==> config.mk <==
export PLATFORM = sky130hd
export DESIGN_NAME = instr_decoder
export DESIGN_NICKNAME = d
export VERILOG_FILES = /design/src/hdl/rvseed_isa_pkg.sv /design/src/hdl/rvseed_core_pkg.sv /design/src/hdl/instr_decoder.sv
export SDC_FILE = /design/constraint.sdc
export NUM_CORES = 1
export LEC_CHECK = 0
export BUFFER_PORTS_ARGS = -buffer_cell sky130_fd_sc_hd__buf_4
export CAP_MARGIN = 20
export CORE_AREA = 2 2 151 153
export CTS_CLUSTER_DIAMETER = 120
export DETAILED_ROUTE_END_ITERATION = 16
export DIE_AREA = 0 0 153 155
export GPL_TIMING_DRIVEN = 1
export REMOVE_ABC_BUFFERS = 1
export SKIP_CTS_REPAIR_TIMING = 1
export SYNTH_ARGS = -nofsm -noshare
export SYNTH_HDL_FRONTEND = slang
export SYNTH_SLANG_ARGS = --single-unit
==> constraint.sdc <==
create_clock -name clk -period 3.9 [get_ports clk]
set_clock_uncertainty 0.2 [all_clocks]
set_input_delay 0.39 -clock clk [delete_from_list [all_inputs] [get_ports clk]]
set_output_delay 0.39 -clock clk [all_outputs]
set_load 0.02 [all_outputs]
==> src/hdl/rvseed_isa_pkg.sv <==
package rvseed_isa_pkg;

    localparam logic [6:0] OPC_OP     = 7'b0110011;
    localparam logic [6:0] OPC_OP_32  = 7'b0111011;
    localparam logic [6:0] OPC_OP_IMM = 7'b0010011;
    localparam logic [6:0] OPC_LUI    = 7'b0110111;
    localparam logic [6:0] OPC_LOAD   = 7'b0000011;
    localparam logic [6:0] OPC_STORE  = 7'b0100011;

    localparam logic [2:0] F3_ADD  = 3'b000; // also addi, addw, sub
    localparam logic [2:0] F3_SLL  = 3'b001;
    localparam logic [2:0] F3_SLTU = 3'b011;
    localparam logic [2:0] F3_XOR  = 3'b100;
    localparam logic [2:0] F3_SRA  = 3'b101;
    localparam logic [2:0] F3_OR   = 3'b110;
    localparam logic [2:0] F3_AND  = 3'b111;
    localparam logic [2:0] F3_MUL  = 3'b000;
    localparam logic [2:0] F3_DIVW = 3'b100;
    localparam logic [2:0] F3_REMW = 3'b110;
    localparam logic [2:0] F3_LW   = 3'b010;
    localparam logic [2:0] F3_LD   = 3'b011;
    localparam logic [2:0] F3_LBU  = 3'b100;
    localparam logic [2:0] F3_SD   = 3'b011;

    localparam logic [6:0] F7_BASE   = 7'b0000000;
    localparam logic [6:0] F7_ALT    = 7'b0100000; // sub, sra
    localparam logic [6:0] F7_MULDIV = 7'b0000001;

    typedef enum logic [3:0] {
        ALU_ADD,
        ALU_ADDW,
        ALU_SUB,
        ALU_AND,
        ALU_OR,
        ALU_XOR,
        ALU_SLL,
        ALU_SRA,
        ALU_SLTU,
        ALU_MUL,
        ALU_DIVW,
        ALU_REMW,
        ALU_PASS_B
    } alu_op_e;

    typedef enum logic [2:0] {
        MEM_NONE,
        MEM_LD,
        MEM_LW,
        MEM_LBU,
        MEM_SD
    } mem_op_e;

endpackage

==> src/hdl/rvseed_core_pkg.sv <==
package rvseed_core_pkg;

    import rvseed_isa_pkg::*;

    localparam int XLEN        = 64;
    localparam int NUM_REGS    = 32;
    localparam int REG_ADDR_W  = 5;
    localparam int DMEM_WORDS  = 512;
    localparam int DMEM_ADDR_W = 9; // byte address wraps at 4 KiB

    // decoded instruction with the immediate already in op_b
    typedef struct packed {
        alu_op_e               alu_op;
        mem_op_e               mem_op;
        logic [REG_ADDR_W-1:0] rd;
        logic [XLEN-1:0]       op_a;
        logic [XLEN-1:0]       op_b;
        logic [XLEN-1:0]       store_data;
    } exe_req_t;

    typedef struct packed {
        logic [REG_ADDR_W-1:0] rd;
        logic [XLEN-1:0]       data;
    } wb_t;

endpackage

==> src/hdl/instr_decoder.sv <==
`timescale 1ns/1ns

module instr_decoder (
    input  logic                                  clk,
    input  logic                                  arst_n,
    input  logic                                  instr_valid,
    output logic                                  instr_ready,
    input  logic [31:0]                           instr,
    output logic [rvseed_core_pkg::REG_ADDR_W-1:0] rs1_addr,
    output logic [rvseed_core_pkg::REG_ADDR_W-1:0] rs2_addr,
    input  logic [rvseed_core_pkg::XLEN-1:0]       rs1_data,
    input  logic [rvseed_core_pkg::XLEN-1:0]       rs2_data,
    output logic                                  req_valid,
    input  logic                                  req_ready,
    output rvseed_core_pkg::exe_req_t              req,
    input  logic                                  retire_valid,
    input  logic [rvseed_core_pkg::REG_ADDR_W-1:0] retire_rd
);

    import rvseed_isa_pkg::*;
    import rvseed_core_pkg::*;

    logic [6:0]          opcode;
    logic [2:0]          funct3;
    logic [6:0]          funct7;
    logic [XLEN-1:0]     imm_i;
    logic [XLEN-1:0]     imm_s;
    logic [XLEN-1:0]     imm_u;
    logic                use_rs1;
    logic                use_rs2;
    logic                has_rd;
    logic                legal;
    logic                hazard;
    logic                run;      // low through reset
    logic [NUM_REGS-1:0] busy;
    logic [NUM_REGS-1:0] clear_vec;
    logic [NUM_REGS-1:0] pend;

    assign opcode   = instr[6:0];
    assign funct3   = instr[14:12];
    assign funct7   = instr[31:25];
    assign rs1_addr = instr[19:15];
    assign rs2_addr = instr[24:20];
    assign imm_i    = {{52{instr[31]}}, instr[31:20]};
    assign imm_s    = {{52{instr[31]}}, instr[31:25], instr[11:7]};
    assign imm_u    = {{32{instr[31]}}, instr[31:12], 12'b0};

    always_comb begin
        req.alu_op     = ALU_ADD;
        req.mem_op     = MEM_NONE;
        req.op_a       = rs1_data;
        req.op_b       = rs2_data;
        req.store_data = rs2_data;
        use_rs1        = 1'b1;
        use_rs2        = 1'b0;
        has_rd         = 1'b1;
        legal          = 1'b1;
        case (opcode)
            OPC_OP: begin
                use_rs2 = 1'b1;
                case ({funct7, funct3})
                    {F7_BASE, F3_ADD}:    req.alu_op = ALU_ADD;
                    {F7_ALT, F3_ADD}:     req.alu_op = ALU_SUB;
                    {F7_BASE, F3_AND}:    req.alu_op = ALU_AND;
                    {F7_BASE, F3_OR}:     req.alu_op = ALU_OR;
                    {F7_BASE, F3_XOR}:    req.alu_op = ALU_XOR;
                    {F7_BASE, F3_SLL}:    req.alu_op = ALU_SLL;
                    {F7_ALT, F3_SRA}:     req.alu_op = ALU_SRA;
                    {F7_BASE, F3_SLTU}:   req.alu_op = ALU_SLTU;
                    {F7_MULDIV, F3_MUL}:  req.alu_op = ALU_MUL;
                    default:              legal = 1'b0;
                endcase
            end
            OPC_OP_32: begin
                use_rs2 = 1'b1;
                case ({funct7, funct3})
                    {F7_BASE, F3_ADD}:    req.alu_op = ALU_ADDW;
                    {F7_MULDIV, F3_DIVW}: req.alu_op = ALU_DIVW;
                    {F7_MULDIV, F3_REMW}: req.alu_op = ALU_REMW;
                    default:              legal = 1'b0;
                endcase
            end
            OPC_OP_IMM: begin
                req.op_b = imm_i;
                legal    = (funct3 == F3_ADD); // addi only
            end
            OPC_LUI: begin
                use_rs1    = 1'b0;
                req.alu_op = ALU_PASS_B;
                req.op_b   = imm_u;
            end
            OPC_LOAD: begin
                req.op_b = imm_i;
                case (funct3)
                    F3_LD:   req.mem_op = MEM_LD;
                    F3_LW:   req.mem_op = MEM_LW;
                    F3_LBU:  req.mem_op = MEM_LBU;
                    default: legal = 1'b0;
                endcase
            end
            OPC_STORE: begin
                use_rs2    = 1'b1;
                has_rd     = 1'b0;
                req.op_b   = imm_s;
                req.mem_op = MEM_SD;
                legal      = (funct3 == F3_SD);
            end
            default: legal = 1'b0;
        endcase
        if (!legal) begin // retire as a no-op with rd 0 and data 0
            use_rs1    = 1'b0;
            use_rs2    = 1'b0;
            has_rd     = 1'b0;
            req.alu_op = ALU_PASS_B;
            req.mem_op = MEM_NONE;
            req.op_b   = '0;
        end
        req.rd = has_rd ? instr[11:7] : '0;
    end

    // a bit freed this cycle is no hazard
    assign clear_vec = retire_valid ? (NUM_REGS'(1) << retire_rd) : '0;
    assign pend      = busy & ~clear_vec;
    assign hazard    = (use_rs1 && pend[rs1_addr]) || (use_rs2 && pend[rs2_addr]) ||
                       pend[req.rd];

    assign req_valid   = instr_valid && run && !hazard;
    assign instr_ready = run && req_ready && !hazard;

    always_ff @(posedge clk or negedge arst_n) begin
        if (!arst_n) begin
            run  <= 1'b0;
            busy <= '0;
        end else begin
            run <= 1'b1;
            if (retire_valid) begin
                busy[retire_rd] <= 1'b0;
            end
            if (req_valid && req_ready && req.rd != '0) begin
                busy[req.rd] <= 1'b1; // wins over a same-cycle clear
            end
        end
    end

endmodule

==> reports/results.ini, run 1 <==
[logic_synthesis]
yosys_warnings=0
synth.top_cells.by_count=buf_4 (139), clkbuf_1 (42), nand2_1 (39), a21oi_1 (38), o21ai_0 (38)
synth_area_per_cell_um2=7.58
yosys.area.top_type_share_pct=21.2
synth_area_leader_cell=buf_4
synth.distinct_cells=66
async_flop_share_pct=100
synthFlopType=dfrtp_1
synth_enable_flop_cells=0
yosys_register_bits=33
synth.area.top_cells=buf_4 (21%), dfrtp_1 (17%), o21a_1 (5.5%), mux2i_1 (4.3%), a21oi_1 (3.9%)
syn_area_um2=4920
syn_inst=649
yosysSeqAreaShare_pct=16.8
yosysMostFrequentCell=buf_4

[sta]
setup_viol=0
fin_ws_ns=0.0857
finalSetupTns_ns=0
rsz0062_at_grt=false
hold_viol=0
holdWs_ns=0.269
max_freq_ghz=0.262
maxSlewHeadroom_pct=47.5
worst_pin_slew_ns=0.785
drv_slew=0
fin_crit_sh_pct=97.8
fin_crit_ns=3.81

[placed_design]
placed_cell_area_um2=6360
hpwl_um=20600
gp_congestion=0.869
port_buffers=257
dpl_worst_slack_ns=0.00892
placed_cells=1054

[worst_setup_path]
arrival_ns=3.22
r2r_cells=9
crit_type=in -> out
crit_path_start_kind=input port
crit_path_max_fanout=4
required_ns=3.31
end_kind=primary output

[floorplanning]
boundaryPins=386
die_h_um=155
initial_utilization_pct=22.1
core-area_um2=22200
die_x_um=153
rows=55
die_area_um2=23700

[clock_tree]
cts_tree=built
numCtsBuffers=5
cts_buffer_depth=2
insertion_delay_ns=0.28
path_clk_slew_ns=0.06
ctsHtreeMaxLevel=2
cts.sinks=33
clockRootBuffer=clkbuf_16

[grt]
first_global_vias=5225
grt-busiest-layer=met2
grt_max_degree=34
grt_usage_pct=20.1
grt_util_met2_pct=28.0
grt_antenna_before_repair=1
grt_pass1_wl_um=36100
grtUsageMet3_pct=11.1
use_met1_pct=27.2
gr-total-overflow=0

[final_layout]
utilization_pct=29.6
final_area_um2=6570
nets=948
stdcell_count=1064
area_growth_pct=33.7
drive_above_1_share_pct=44.3

[power_and_ir_drop]
finalPower_mw=1.16
powerDensity_nw_per_um2=176
ir_drop_mv=0.136
cellLeakagePower_nw=2.97

[run_status]
outcome=complete, no violations

[route]
drt_wl_total_um=25800
avgRoutedWirePerCell_um=24.3
drcViolationCount=0
firstDrtPassIters=5
dr.first_iter.drc_count=489
via_count=5587
detail-route-antenna-nets=0
viasPerCell=5.25

[hold_path]
min_path_type=in -> reg
hold-path-cell-count=3

[job]
drv_cap=0

-- metal layers --
| metal | part of all wire, % | up-vias |
|---|---|---|
| met5 | 0.78 | - |
| met4 | 0.93 | 6 |
| met2 | 42 | 383 |
| li1 | - | 2507 |
| met1 | 43 | 2664 |
| met3 | 13 | 27 |
-- layout make-up --
cell class / count / area, µm²
clock buffer: 6 / 139
antenna: 1 / 2.50
sequential: 33 / 826
multi-input combinational: 420 / 2880
tap: 285 / 357
timing repair buffer: 304 / 2300
clock inverter: 1 / 7.51
fill: 2413 / 15700
inverter: 14 / 52.6
-- sequential cells by signal, summed over array words and instances (netlist names) --
name	cells
busy	32
run	1
-- report_power, final --
part / internal [mW] / total, mW / leakage, nW / switching (mW)
registers: 0.343 / 0.344 / 0.459 / 0.000531
clock network: 0.250 / 0.395 / 0.0690 / 0.145
logic: 0.180 / 0.417 / 2.44 / 0.238
total: 0.773 / 1.16 / 2.97 / 0.383
-- worst paths after layout --
path | startpoint | to | slack [ns]
max in group asynchronous | arst_n | run | 2.80
min in group asynchronous | arst_n | busy[31] | 0.40
min | instr[10] | busy[28] | 0.27
min reg2reg | busy[2] | busy[2] | 0.32
max reg2reg | busy[13] | busy[6] | 1.02
max | instr[26] | req_valid | 0.09
-- placed cells by master, fill, tap and decap left out, types with 14 or more instances in the layout --
| cell type | n |
|---|---|
| nand3_1 | 15 |
| a21oi_1 | 38 |
| nor2_1 | 20 |
| mux2i_1 | 21 |
| a22oi_1 | 20 |
| o21a_1 | 36 |
| buf_4 | 300 |
| o21ai_0 | 37 |
| o21ai_1 | 30 |
| dfrtp_1 | 33 |
| inv_1 | 14 |
| nand2_1 | 39 |
-- worst max-delay path: stages --
cell and delay [ns]:
buf_4 0.12, or4_4 0.55, or4_4 0.44, a2111o_1 0.41, and2_4 0.20, a21oi_4 0.19, o21a_1 0.16, o32ai_2 0.11
nor4_4 0.34, and2_4 0.21, buf_6 0.11
-- cells by family after synthesis --
family	Yosys count	synth area share, %
AOI/OAI and AO/OA	209	28.4
and+or+nand+nor	178	20.9
DFF	33	16.8
other	1	0.0763
muxes	29	7.71
xor gates and xnor gates	3	0.534
buffers and inverters	196	25.6
Note: power is estimated with default switching activity, not from simulation.
==> run 2: changes to the inputs <==
--- a/config.mk
+++ b/config.mk
@@ -5,12 +5,13 @@
 export SDC_FILE = /design/constraint.sdc
 export NUM_CORES = 1
 export LEC_CHECK = 0
+export ABC_AREA = 1
 export BUFFER_PORTS_ARGS = -buffer_cell sky130_fd_sc_hd__buf_4
 export CAP_MARGIN = 20
-export CORE_AREA = 2 2 151 153
+export CORE_AREA = 2 2 150 152
 export CTS_CLUSTER_DIAMETER = 120
 export DETAILED_ROUTE_END_ITERATION = 16
-export DIE_AREA = 0 0 153 155
+export DIE_AREA = 0 0 152 154
 export GPL_TIMING_DRIVEN = 1
 export REMOVE_ABC_BUFFERS = 1
 export SKIP_CTS_REPAIR_TIMING = 1
==> reports/results.ini, run 2 <==
[run_status]
outcome=complete, no violations

[final_layout]
utilization_pct=31.2  ; +1.7 points
most-common-layout-cells=buf_4 (274), nand2_1 (211), nor2_1 (146)
largest_register_ffs=32  ; unchanged
final_common_cell=buf_4
drive_above_1_share_pct=31.1  ; -13 points
area_growth_pct=24.5
nets=1209  ; +28%
num_antenna_cells=0  ; -1
top_register=busy
reg_top3=busy: 32 flops, run: 1 flops

[route]
via_count=6696  ; +20%
drcViolationCount=0  ; unchanged
detail-route-antenna-nets=0  ; unchanged
drt_wl_total_um=28800  ; +11%
firstDrtPassIters=6  ; +1
viasPerCell=5.07  ; -3.4%
dr.first_iter.drc_count=655  ; +34%
avgRoutedWirePerCell_um=21.8  ; -10%

[worst_setup_path]
crit_path_start_kind=input port
end_kind=primary output
required_ns=3.31  ; about the same
crit_type=in -> out
arrival_ns=2.83  ; -0.39 ns
crit_path_max_fanout=17  ; +13
cp_slowest_stage_delay_ns=0.27  ; -0.28 ns
crit_chain=buf_4 -> nor2_2 -> nand2_2 -> nor3_1 -> nand2_1 -> nand3_1 -> nor2_2 -> nand2_8 -> nand2_8 -> nor2_8 -> inv_2 -> nand2_1 -> nand2_1 -> nand2_1 -> nand2_1 -> nor2_1 -> nand2_1 -> nor3b_1 -> buf_4
critPathMostFrequentCell=nand2_1
slowest_stage=nor3_1

[clock_tree]
insertion_delay_ns=0.28  ; about the same
cts_buffer_depth=2  ; unchanged
cts.sinks=33  ; unchanged
path_clk_slew_ns=0.05  ; about the same
cts_tree=built
clockRootBuffer=clkbuf_16
ctsHtreeMaxLevel=2  ; unchanged
numCtsBuffers=5  ; unchanged

[floorplanning]
boundaryPins=386  ; unchanged
die_area_um2=23400  ; -1.3%
core-area_um2=21700  ; -2.4%
rows=54  ; -1.8%
die_x_um=152  ; -0.65%
die_h_um=154  ; -0.65%
initial_utilization_pct=25.1  ; +3.0 points

[sta]
maxSlewHeadroom_pct=57.0  ; +9.5 points
drv_slew=0  ; unchanged
max_freq_ghz=0.292  ; +12%
holdWs_ns=0.336  ; +0.0669 ns
fin_crit_sh_pct=87.7  ; -10 points
worst_pin_slew_ns=0.645  ; -0.141 ns
rsz0062_at_grt=false
hold_viol=0  ; unchanged
finalSetupTns_ns=0  ; unchanged
setup_viol=0  ; unchanged
fin_ws_ns=0.481  ; +0.395 ns
fin_crit_ns=3.42  ; -0.395 ns

[placed_design]
hpwl_um=22600  ; +9.9%
gp_congestion=1.03  ; +18%
port_buffers=257  ; unchanged
dpl_worst_slack_ns=0.540  ; +0.531 ns

[power_and_ir_drop]
powerDensity_nw_per_um2=176  ; -0.12%
ir_drop_mv=0.146  ; +7.7%
finalPower_mw=1.19  ; +3.0%
cellLeakagePower_nw=3.58  ; +21%

[logic_synthesis]
synth.area.top_cells=buf_4 (19%), dfrtp_1 (15%), nand2_1 (15%), nor2_1 (10%), nand3_1 (9.5%)
synth.distinct_cells=38  ; -42%
yosys_warnings=0  ; unchanged
synth.top_cells.by_count=nand2_1 (211), nor2_1 (147), buf_4 (138), nand3_1 (103), inv_1 (75)
yosys.area.top_type_share_pct=19.0  ; -2.2 points
async_flop_share_pct=100  ; unchanged
synth_area_leader_cell=buf_4
synthFlopType=dfrtp_1
synth_enable_flop_cells=0  ; unchanged
syn_inst=937  ; +44%
synth_area_per_cell_um2=5.81  ; -23%
syn_area_um2=5440  ; +11%
yosys_register_bits=33  ; unchanged
yosysMostFrequentCell=nand2_1
yosysSeqAreaShare_pct=15.2  ; -1.6 points

[grt]
grt_antenna_before_repair=0  ; -1
first_global_vias=6300  ; +21%
grt_max_degree=36  ; +5.9%
grt_usage_pct=23.3  ; +3.1 points
grt_pass1_wl_um=41600  ; +15%
gr-total-overflow=0  ; unchanged

[job]
drv_cap=0  ; unchanged

[hold_path]
min_path_type=reg -> reg

-- run 2: per-layer routing --
metal | wire length [µm] | share of wire [%] | GRT usage [%] | up-vias
li1 | - | - | - | 3096
met1 | 10900 | 38 | 27.7 | 3094
met2 | 12800 | 45 | 36.4 | 443
met3 | 4040 | 14 | 12.2 | 55
met4 | 680 | 2.4 | 4.90 | 8
met5 | 288 | 1.0 | 8.90 | -
-- run 2: report_power, final --
| part | switching, mW | internal, mW |
|---|---|---|
| combinational | 0.276 | 0.178 |
| clock | 0.152 | 0.235 |
| sequential | 0.00203 | 0.348 |
| total | 0.430 | 0.760 |
-- run 2: worst max-delay path: cells and delay by family --
kind	cells	cell delay, ns
buffers and inverters	3	0.39
and+or+nand+nor	16	2.03
-- run 2: final cells by class --
cell class	count	area [µm²]
fillers	2421	14900
clock inverters	2	10.0
clock buffers	6	129
repair buffers	276	2090
inverters	85	319
flip-flops and latches	33	826
well taps	280	350
multi-input cells	638	3050
-- run 2: cell families (layout without fill, tap and decap cells) --
kind of cell	count (synthesis)	count (layout)	share of synthesized area, %
other	1	1	0.0689
and+or+nand+nor	551	551	46.1
buffers and inverters	266	369	28.9
DFF	33	33	15.2
AOI/OAI and AO/OA	86	86	9.77
-- run 2: path summary, 6_finish.rpt --
kind                            slack [ns]       from   endpoint  cells past startpoint
worst max-delay path                  0.48  instr[26]  req_valid                     19
worst min-delay path                  0.34    busy[8]    busy[8]                      2
worst max register to register        1.36   busy[30]    busy[3]                     15
worst min register to register        0.34    busy[8]    busy[8]                      2
max in group asynchronous             2.77     arst_n    busy[4]                      2
min in group asynchronous             0.41     arst_n   busy[17]                      2
-- run 2: per-stage QoR --
stage	cells	instance area [µm²]
6_report	1320	6780
5_1_grt	1320	6780
4_1_cts	1319	6770
3_5_place_dp	1311	6630
3_3_place_gp	1311	6630
2_1_floorplan	756	4190
